<file path="src/common/odd_pipe_defs.svh">
`ifndef ODD_PIPE_DEFS_SVH
`define ODD_PIPE_DEFS_SVH

// datapath widths
`define QUAD_WIDTH 128
`define ADDR_WIDTH 7
`define UID_WIDTH 3
`define LAT_WIDTH 4
`define PC_WIDTH 32
`define I7_WIDTH 7
`define I16_WIDTH 16

// forward entry, top down: unit id, value, write enable, address, latency
`define ENTRY_WIDTH 143
`define ENT_UID_POS 0
`define ENT_VALUE_POS (`ENT_UID_POS + `UID_WIDTH)
`define ENT_WE_POS (`ENT_VALUE_POS + `QUAD_WIDTH)
`define ENT_ADDR_POS (`ENT_WE_POS + 1)
`define ENT_LAT_POS (`ENT_ADDR_POS + `ADDR_WIDTH)

// number of forwarding stages
`define STAGES 7

// unit ids, zero marks an empty entry
`define UNIT_PERMUTE (`UID_WIDTH'd5)
`define UNIT_BRANCH (`UID_WIDTH'd7)

// stage in which a result becomes forwardable
`define LAT_PERMUTE (`LAT_WIDTH'd4)
`define LAT_BRANCH (`LAT_WIDTH'd1)

`endif

</file>
<file path="src/common/odd_pipe_pkg.sv">
`include "odd_pipe_defs.svh"

package odd_pipe_pkg;

    // odd pipe opcodes, NOP doubles as the idle slot
    typedef enum logic [4:0] {
        NOP = 5'd0,
        // permute unit
        SHLQBI,
        SHLQBII,
        SHLQBY,
        SHLQBYI,
        ROTQBI,
        ROTQBII,
        ROTQBY,
        ROTQBYI,
        GBB,
        GBH,
        GB,
        // branch unit
        BR,
        BRA,
        BRSL,
        BRASL,
        BRNZ,
        BRZ
    } opcode_t;

    // one register seen as bytes, halfwords or words
    // element 0 is the most significant slice, as in the bit numbering
    typedef union packed {
        logic [0:`QUAD_WIDTH/8-1][0:7] bytes;
        logic [0:`QUAD_WIDTH/16-1][0:15] halfwords;
        logic [0:`QUAD_WIDTH/32-1][0:31] words;
    } quadword_t;

endpackage

</file>
<file path="src/forward_pipe.sv">
`include "odd_pipe_defs.svh"

module forward_pipe (
    input  logic                    clock,
    input  logic                    reset,
    input  logic                    flush,
    input  logic [0:`ENTRY_WIDTH-1] stage_1,
    output logic [0:`ENTRY_WIDTH-1] stage_2,
    output logic [0:`ENTRY_WIDTH-1] stage_3,
    output logic [0:`ENTRY_WIDTH-1] stage_4,
    output logic [0:`ENTRY_WIDTH-1] stage_5,
    output logic [0:`ENTRY_WIDTH-1] stage_6,
    output logic [0:`ENTRY_WIDTH-1] stage_7,
    output logic                    rt_write_en,
    output logic [0:`ADDR_WIDTH-1]  rt_write_address,
    output logic [0:`QUAD_WIDTH-1]  rt_write_value
);

    // every stage advances each cycle, flush squashes the entry leaving stage 1
    always_ff @(posedge clock)
    begin
        if (reset)
        begin
            stage_2 <= '0;
            stage_3 <= '0;
            stage_4 <= '0;
            stage_5 <= '0;
            stage_6 <= '0;
            stage_7 <= '0;
        end
        else
        begin
            stage_2 <= flush ? '0 : stage_1;
            stage_3 <= stage_2;
            stage_4 <= stage_3;
            stage_5 <= stage_4;
            stage_6 <= stage_5;
            stage_7 <= stage_6;
        end
    end

    // register file write port from the oldest stage
    assign rt_write_en      = stage_7[`ENT_WE_POS];
    assign rt_write_address = stage_7[`ENT_ADDR_POS +: `ADDR_WIDTH];
    assign rt_write_value   = stage_7[`ENT_VALUE_POS +: `QUAD_WIDTH];

    flush_clears_stage_2: assert property (@(posedge clock) disable iff (reset)
        flush |=> stage_2 == '0);

endmodule

</file>
<file path="src/forward_lookup.sv">
`include "odd_pipe_defs.svh"

module forward_lookup
    import odd_pipe_pkg::*;
(
    input  logic [0:`ENTRY_WIDTH-1] stage_1,
    input  logic [0:`ENTRY_WIDTH-1] stage_2,
    input  logic [0:`ENTRY_WIDTH-1] stage_3,
    input  logic [0:`ENTRY_WIDTH-1] stage_4,
    input  logic [0:`ENTRY_WIDTH-1] stage_5,
    input  logic [0:`ENTRY_WIDTH-1] stage_6,
    input  logic [0:`ENTRY_WIDTH-1] stage_7,
    input  logic [0:`ADDR_WIDTH-1]  query_address,
    output logic                    forward_hit,
    output quadword_t               forward_value
);

    logic [0:`ENTRY_WIDTH-1] stages [1:`STAGES];
    logic                    found;
    logic [0:`UID_WIDTH-1]   chosen_uid;

    assign stages[1] = stage_1;
    assign stages[2] = stage_2;
    assign stages[3] = stage_3;
    assign stages[4] = stage_4;
    assign stages[5] = stage_5;
    assign stages[6] = stage_6;
    assign stages[7] = stage_7;

    // youngest producer of the register decides
    // a producer still short of its latency stage blocks older copies
    always_comb
    begin
        forward_hit   = 1'b0;
        forward_value = '0;
        found         = 1'b0;
        chosen_uid    = '0;
        for (int k = 1; k <= `STAGES; k++)
        begin
            if (!found && stages[k][`ENT_WE_POS]
                && stages[k][`ENT_ADDR_POS +: `ADDR_WIDTH] == query_address)
            begin
                found      = 1'b1;
                chosen_uid = stages[k][`ENT_UID_POS +: `UID_WIDTH];
                if (k >= stages[k][`ENT_LAT_POS +: `LAT_WIDTH])
                begin
                    forward_hit   = 1'b1;
                    forward_value = stages[k][`ENT_VALUE_POS +: `QUAD_WIDTH];
                end
            end
        end
    end

    hit_has_unit: assert #0 (!forward_hit || chosen_uid != '0);

endmodule

</file>
<file path="src/issue/odd_pipe_issue.sv">
`include "odd_pipe_defs.svh"

module odd_pipe_issue
    import odd_pipe_pkg::*;
(
    input  logic                    clock,
    input  logic                    reset,
    input  opcode_t                 opcode,
    input  logic [0:`QUAD_WIDTH-1]  ra_value,
    input  logic [0:`QUAD_WIDTH-1]  rb_value,
    input  logic [0:`ADDR_WIDTH-1]  rt_address,
    input  logic [0:`I7_WIDTH-1]    i7,
    input  logic [0:`I16_WIDTH-1]   i16,
    input  logic [0:`PC_WIDTH-1]    pc,
    output logic [0:`ENTRY_WIDTH-1] stage_1,
    output logic                    branch_taken,
    output logic [0:`PC_WIDTH-1]    next_pc,
    output logic                    flush
);

    opcode_t                opcode_q;
    quadword_t              ra_q;
    quadword_t              rb_q;
    logic [0:`ADDR_WIDTH-1] rt_address_q;
    logic [0:`I7_WIDTH-1]   i7_q;
    logic [0:`I16_WIDTH-1]  i16_q;
    logic [0:`PC_WIDTH-1]   pc_q;

    logic [0:`PC_WIDTH-1]   pc_plus_4;
    logic [0:`PC_WIDTH-1]   offset;
    logic [0:`PC_WIDTH-1]   rel_target;
    logic [2:0]             bit_count;
    logic [4:0]             byte_count;
    logic                   is_permute;
    logic                   is_branch;
    quadword_t              result;
    logic [0:`UID_WIDTH-1]  uid;
    logic [0:`LAT_WIDTH-1]  lat;
    logic                   we;

    // byte shift toward byte 0, zero fill or wrap
    function automatic quadword_t permute_bytes(quadword_t src, logic [4:0] count, logic rotate);
        quadword_t  res;
        logic [5:0] idx;
        res = '0;
        for (int b = 0; b < 16; b++)
        begin
            idx = 6'(b) + 6'(count);
            if (rotate)
                res.bytes[b] = src.bytes[idx[3:0]];
            else if (idx < 6'd16)
                res.bytes[b] = src.bytes[idx[3:0]];
        end
        return res;
    endfunction

    always_ff @(posedge clock)
    begin
        if (reset)
            opcode_q <= NOP;
        else
            opcode_q <= opcode;
    end

    always_ff @(posedge clock)
    begin
        ra_q         <= ra_value;
        rb_q         <= rb_value;
        rt_address_q <= rt_address;
        i7_q         <= i7;
        i16_q        <= i16;
        pc_q         <= pc;
    end

    // flush covers the instruction behind a taken branch
    always_ff @(posedge clock)
    begin
        if (reset)
            flush <= 1'b0;
        else
            flush <= branch_taken;
    end

    // word offset, sign extended and scaled by 4
    assign offset     = {{(`PC_WIDTH-`I16_WIDTH-2){i16_q[0]}}, i16_q, 2'b00};
    assign pc_plus_4  = pc_q + `PC_WIDTH'd4;
    assign rel_target = pc_q + offset;

    assign is_permute = opcode_q inside {SHLQBI, SHLQBII, SHLQBY, SHLQBYI, ROTQBI, ROTQBII,
                                         ROTQBY, ROTQBYI, GBB, GBH, GB};
    assign is_branch  = opcode_q inside {BR, BRA, BRSL, BRASL, BRNZ, BRZ};

    // counts from rb word 0 or from i7
    assign bit_count = (opcode_q inside {SHLQBII, ROTQBII}) ? i7_q[`I7_WIDTH-3:`I7_WIDTH-1]
                                                           : rb_q.words[0][29:31];

    always_comb
    begin
        case (opcode_q)
            SHLQBY:  byte_count = rb_q.words[0][27:31];
            SHLQBYI: byte_count = i7_q[`I7_WIDTH-5:`I7_WIDTH-1];
            ROTQBY:  byte_count = {1'b0, rb_q.words[0][28:31]};
            ROTQBYI: byte_count = {1'b0, i7_q[`I7_WIDTH-4:`I7_WIDTH-1]};
            default: byte_count = 5'd0;
        endcase
    end

    always_comb
    begin
        result       = '0;
        we           = 1'b0;
        branch_taken = 1'b0;
        next_pc      = pc_plus_4;
        case (opcode_q)
            SHLQBI, SHLQBII: result = ra_q << bit_count;
            ROTQBI, ROTQBII: result = (ra_q << bit_count) | (ra_q >> (`QUAD_WIDTH - bit_count));
            SHLQBY, SHLQBYI: result = permute_bytes(ra_q, byte_count, 1'b0);
            ROTQBY, ROTQBYI: result = permute_bytes(ra_q, byte_count, 1'b1);
            // gathers pack the last bit of each slice into the low end of word 0
            GBB:
                for (int j = 0; j < 16; j++)
                    result.words[0][16+j] = ra_q.bytes[j][7];
            GBH:
                for (int j = 0; j < 8; j++)
                    result.words[0][24+j] = ra_q.halfwords[j][15];
            GB:
                for (int j = 0; j < 4; j++)
                    result.words[0][28+j] = ra_q.words[j][31];
            BR, BRSL:
            begin
                branch_taken = 1'b1;
                next_pc      = rel_target;
            end
            BRA, BRASL:
            begin
                branch_taken = 1'b1;
                next_pc      = offset;
            end
            BRNZ:
            begin
                branch_taken = (rb_q.words[0] != '0);
                if (branch_taken)
                    next_pc = rel_target;
            end
            BRZ:
            begin
                branch_taken = (rb_q.words[0] == '0);
                if (branch_taken)
                    next_pc = rel_target;
            end
            default: ;
        endcase
        // link forms return pc+4 in word 0
        if (opcode_q inside {BRSL, BRASL})
        begin
            result.words[0] = pc_plus_4;
            we              = 1'b1;
        end
        if (is_permute)
            we = 1'b1;
    end

    assign uid = is_permute ? `UNIT_PERMUTE : (is_branch ? `UNIT_BRANCH : '0);
    assign lat = is_permute ? `LAT_PERMUTE : (is_branch ? `LAT_BRANCH : '0);

    // nop leaves an empty entry, address included
    assign stage_1 = (is_permute || is_branch) ? {uid, result, we, rt_address_q, lat} : '0;

    taken_needs_branch_op: assert property (@(posedge clock) disable iff (reset)
        branch_taken |-> $past(opcode) inside {BR, BRA, BRSL, BRASL, BRNZ, BRZ});

endmodule

</file>
<file path="src/odd_pipe.sv">
`include "odd_pipe_defs.svh"

module odd_pipe
    import odd_pipe_pkg::*;
(
    input  logic                    clock,
    input  logic                    reset,
    input  opcode_t                 opcode,
    input  logic [0:`QUAD_WIDTH-1]  ra_value,
    input  logic [0:`QUAD_WIDTH-1]  rb_value,
    input  logic [0:`ADDR_WIDTH-1]  rt_address,
    input  logic [0:`I7_WIDTH-1]    i7,
    input  logic [0:`I16_WIDTH-1]   i16,
    input  logic [0:`PC_WIDTH-1]    pc,
    input  logic [0:`ADDR_WIDTH-1]  query_address,
    output logic [0:`ENTRY_WIDTH-1] stage_1,
    output logic [0:`ENTRY_WIDTH-1] stage_2,
    output logic [0:`ENTRY_WIDTH-1] stage_3,
    output logic [0:`ENTRY_WIDTH-1] stage_4,
    output logic [0:`ENTRY_WIDTH-1] stage_5,
    output logic [0:`ENTRY_WIDTH-1] stage_6,
    output logic [0:`ENTRY_WIDTH-1] stage_7,
    output logic                    branch_taken,
    output logic [0:`PC_WIDTH-1]    next_pc,
    output logic                    flush,
    output logic                    rt_write_en,
    output logic [0:`ADDR_WIDTH-1]  rt_write_address,
    output logic [0:`QUAD_WIDTH-1]  rt_write_value,
    output logic                    forward_hit,
    output quadword_t               forward_value
);

    // operand capture and execution, produces the stage 1 entry
    odd_pipe_issue issue_i (
        .clock        (clock),
        .reset        (reset),
        .opcode       (opcode),
        .ra_value     (ra_value),
        .rb_value     (rb_value),
        .rt_address   (rt_address),
        .i7           (i7),
        .i16          (i16),
        .pc           (pc),
        .stage_1      (stage_1),
        .branch_taken (branch_taken),
        .next_pc      (next_pc),
        .flush        (flush)
    );

    forward_pipe pipe_i (
        .clock            (clock),
        .reset            (reset),
        .flush            (flush),
        .stage_1          (stage_1),
        .stage_2          (stage_2),
        .stage_3          (stage_3),
        .stage_4          (stage_4),
        .stage_5          (stage_5),
        .stage_6          (stage_6),
        .stage_7          (stage_7),
        .rt_write_en      (rt_write_en),
        .rt_write_address (rt_write_address),
        .rt_write_value   (rt_write_value)
    );

    forward_lookup lookup_i (
        .stage_1       (stage_1),
        .stage_2       (stage_2),
        .stage_3       (stage_3),
        .stage_4       (stage_4),
        .stage_5       (stage_5),
        .stage_6       (stage_6),
        .stage_7       (stage_7),
        .query_address (query_address),
        .forward_hit   (forward_hit),
        .forward_value (forward_value)
    );

endmodule

</file>
<file path="config.mk">
export PLATFORM = sky130hd
export DESIGN_NAME = odd_pipe
export DESIGN_NICKNAME = d
export VERILOG_FILES = /design/src/common/odd_pipe_pkg.sv /design/src/forward_pipe.sv /design/src/forward_lookup.sv /design/src/issue/odd_pipe_issue.sv /design/src/odd_pipe.sv
export VERILOG_INCLUDE_DIRS = /design/src /design/src/common
export SDC_FILE = /design/constraint.sdc
export NUM_CORES = 2
export LEC_CHECK = 0
export ABC_AREA = 1
export BUFFER_PORTS_ARGS = -buffer_cell sky130_fd_sc_hd__buf_2
export CORE_AREA = 2 2 644 646
export DETAILED_ROUTE_END_ITERATION = 7
export DIE_AREA = 0 0 646 648
export PLACE_DENSITY = 0.35
export SETUP_SLACK_MARGIN = 0.2
export SLEW_MARGIN = 20
export SYNTH_ARGS = -nofsm -noshare
export SYNTH_HDL_FRONTEND = slang
export SYNTH_SLANG_ARGS = --single-unit
</file>
<file path="constraint.sdc">
create_clock -name clock -period 10.8 [get_ports clock]
set_input_delay 2.16 -clock clock [delete_from_list [all_inputs] [get_ports clock]]
set_output_delay 2.16 -clock clock [all_outputs]
set_load 0.02 [all_outputs]
</file>
==> impl_metrics.json <==
{
  "status": "completed",
  "postRouteAntennaNets": 0,
  "grt_max_degree": 163,
  "grt_use_met2_pct": 34.1,
  "synth_cell_types": 58,
  "antenna_found_initial": 79,
  "clk_pin_slew_ps": 60,
  "grt-ovfl-total": 0,
  "die_y_microns": 648,
  "min_to": "pipe_i.stage_5[56]",
  "slew_headroom_pct": 3.04,
  "die_area_sq_mm": 0.419,
  "use_met3_pct": 4.50,
  "maxCapViolations": 0,
  "crit_type": "register to output pin",
  "first_pass_iters": 6,
  "yosysWarnings": 0,
  "finalMaxSlewViolations": 0,
  "min_from": "pipe_i.stage_4[56]",
  "gp_congestion": 0.999,
  "setup_tns_ps": 0,
  "htree_num_levels": 4,
  "hold_buffers": 0,
  "crit_chain": "inv_1 -> nor2_1 -> nand2_1 -> nand2_1 -> nand2_4 -> inv_2 -> nand2_1 -> buf_4 -> inv_1 -> ha_2 -> inv_1 -> nor2_4 -> clkinv_1 -> a21oi_1 -> o21ai_0 -> nand3_1 -> inv_1 -> nand2_1 -> buf_2",
  "start_util_pct": 13.2,
  "drive_gt1_share_pct": 20.5,
  "reg2reg_to": "pipe_i.stage_2[49]",
  "crit_start": "issue_i.opcode_q[1]",
  "wirelength_microns": 485000,
  "grt_setup_unrepaired": "false",
  "cts.repair.resized": 0,
  "post_drt_via_cell_ratio": 4.15,
  "crit_required_ps": 8640,
  "post-cts-setup-buffer-count": 0,
  "synth_edf_count": 0,
  "reg2regPathDepth": 16,
  "cp_slowest_cell": "clkinv_1",
  "dr_total_vias": 62800,
  "cts_buffers": 150,
  "ir_drop_uv": 108,
  "clock_skew_ps": 87.7,
  "synth-async-reset-ratio_pct": 0,
  "grt_usage_pct": 22.0,
  "power_density_mw_per_mm2": 170,
  "num_rows": 236,
  "first_global_vias": 57900,
  "tightest_slew_ps": 1450,
  "fin_crit_ps": 9170,
  "critical_path_arrival_ps": 7010,
  "cts_root_buf": "clkbuf_16",
  "routedWlPerCell_microns": 32.0,
  "drt_iter0_drc": 6272,
  "syn_to_final_growth_pct": 32.4,
  "cts_buffer_depth": 4,
  "fin_cells": 15100,
  "p_leak_nw": 33.9,
  "route.detailed.drc": 0,
  "dp_hpwl_microns": 407000,
  "syn_inst": 8325,
  "postSynthAreaPerCell_sq_um": 6.54,
  "finalCritPeriodShare_pct": 84.9,
  "clock.fmax_mhz": 109,
  "fillers": 48000,
  "use_met1_pct": 27.6,
  "setup_viol": 0,
  "io_buffers": 1519,
  "ys.flop_type": "dfxtp_1",
  "yosysSeqAreaShare_pct": 39.0,
  "crit_path_start_kind": "register",
  "die_w_microns": 646,
  "final_nets": 9891,
  "reg2reg_slack_ps": 3970,
  "busiest_layer": "met2",
  "reg2reg_from": "issue_i.opcode_q[1]",
  "ios": 1632,
  "insertion_delay_ps": 880,
  "hold_viol": 0,
  "endpoint_kind": "output pin",
  "clkSinkCount": 1060,
  "hp-class": "register to register",
  "crit_fanout": 41,
  "critical-path-max-stage-delay_ps": 730,
  "cts_tree": "built",
  "dp.cells": 14800,
  "grt_pass1_wl_microns": 607000,
  "core-area_sq_mm": 0.412,
  "worst_hold_path.num_cells": 2,
  "ys_ff_latch": 1060,
  "syn-cell-area_sq_mm": 0.0545
}
-- synth_stat cells (4+ instances only) --
library cell / instances / area share [%]
nand2_1: 1921 / 13
inv_1: 1186 / 8.2
nor2_1: 1127 / 7.8
dfxtp_1: 1060 / 39
nand3_1: 834 / 7.7
o21ai_0: 525 / 4.8
clkbuf_1: 257 / 1.8
a21oi_1: 214 / 2.0
buf_4: 173 / 2.4
o22ai_1: 140 / 1.6
buf_2: 132 / 1.2
o211ai_1: 113 / 1.6
a211oi_1: 72 / 0.99
mux2i_1: 60 / 1.1
buf_1: 50 / 0.34
a31oi_1: 47 / 0.54
ha_1: 43 / 0.99
nand4_1: 42 / 0.48
or2_2: 40 / 0.46
xor2_1: 40 / 0.64
o21ai_1: 30 / 0.28
nor4_1: 26 / 0.30
o221ai_1: 25 / 0.40
nor3_1: 20 / 0.18
inv_2: 15 / 0.10
a221oi_1: 13 / 0.21
nand3b_1: 13 / 0.18
xnor2_1: 13 / 0.21
o21bai_1: 11 / 0.15
a22oi_1: 8 / 0.11
o21a_1: 8 / 0.11
nor2_2: 7 / 0.080
a21o_1: 6 / 0.083
buf_6: 5 / 0.10
o2111ai_1: 5 / 0.080
a2111oi_0: 4 / 0.064
a32oi_1: 4 / 0.064
clkinv_1: 4 / 0.028
nand2_2: 4 / 0.046
nor2_4: 4 / 0.083
-- worst max-delay path by stage --
stage	end	slack [ps]	cells past startpoint
finish	stage_1[110]	1630	19
global route	stage_1[110]	1300	19
CTS	forward_value[97]	1680	25
detailed placement	forward_value[96]	2170	15
global placement	forward_value[96]	2120	15
floorplan	forward_value[53]	4180	15
-- worst max-delay path, delay by kind of cell (launching register included) --
| kind | cells | cell delay (ps) |
|---|---|---|
| AND/OR/NAND/NOR | 8 | 1420 |
| adder cells (fa/ha/maj) | 1 | 610 |
| flip-flops | 1 | 440 |
| buffers and inverters | 8 | 2620 |
| AO/OA/AOI/OAI | 2 | 1000 |
-- per-layer routing --
metal | vias up | part of all wire (%) | routed length [microns]
met3 | 729 | 6.8 | 32900
met5 | - | 0.084 | 407
met1 | 30500 | 42 | 203000
met4 | 64 | 7.5 | 36400
met2 | 2780 | 44 | 212000
li1 | 28800 | - | -
-- area by class of cell --
type	instances	area [sq um]	area share, %
timing repair buffer	1642	8660	12.0
inverter	1205	4530	6.28
clock buffer	196	4120	5.71
clock inverter	63	918	1.27
tap	5474	6850	9.50
sequential	1060	21200	29.4
antenna	37	92.6	0.128
multi-input combinational	5456	25700	35.7
-- cell families after synthesis --
logic type / count (synthesis) / share of synthesized area, %
xor gates and xnor gates: 55 / 0.912
muxes: 60 / 1.10
adders and majority gates: 44 / 1.02
buffers and inverters: 1822 / 14.1
AOI/OAI and AO/OA: 1234 / 13.2
DFF: 1060 / 39.0
and+or+nand+nor: 4049 / 30.7
other: 1 / 0.00689
-- report_power, final --
part	leakage [nW]	switching [mW]	internal, mW	total, mW
clock network	2.44	2.17	3.11	5.29
registers	8.65	0.247	4.05	4.30
logic	22.8	2.05	0.584	2.64
-- through the flow --
stage	cell area, sq um	utilization, %	hold WS [ps]	power [mW]	setup WS [ps]
finish	72100	17.5	404	12.2	1630
global route	72100	17.5	399	12.6	1300
CTS	72000	17.5	390	12.4	1680
detailed placement	67000	16.3	422	6.99	2170
global placement	67000	16.3	419	7.00	2120
floorplan	54500	-	460	5.56	4180
-- layout by cell type, fill, tap and decap left out, types with 10 or more instances in the layout --
cell and count:
mux2i_1 60, nor2_1 1120, a211oi_1 72, xor2_1 39, xnor2_1 13, diode_2 37, conb_1 14, buf_12 10
a21oi_1 214, clkbuf_1 30, nor3_1 20, clkbuf_16 153, nand4_1 42, o221ai_1 25, nand3b_1 13, o21ai_0 515
bufinv_16 17, nand2_1 1911, nand3_1 834, buf_4 111, a31oi_1 47, o21ai_1 39, o211ai_1 113, or2_2 40
buf_2 1519, inv_2 16, a221oi_1 13, inv_1 1183, o21bai_1 11, dfxtp_1 1060, clkinv_2 20, clkbuf_8 13
o22ai_1 140, ha_1 41, nor4_1 26
-- sequential cells by signal, summed over array words and instances (netlist names) --
register	cells
pipe_i.stage_2	139
pipe_i.stage_3	139
pipe_i.stage_4	139
pipe_i.stage_5	139
pipe_i.stage_6	139
pipe_i.stage_7	139
issue_i.ra_q	128
issue_i.pc_q	32
issue_i.rb_q	32
issue_i.i16_q	16
issue_i.rt_address_q	7
issue_i.i7_q	5
issue_i.opcode_q	5
issue_i.flush	1
Power figures use the tool's default switching activity.
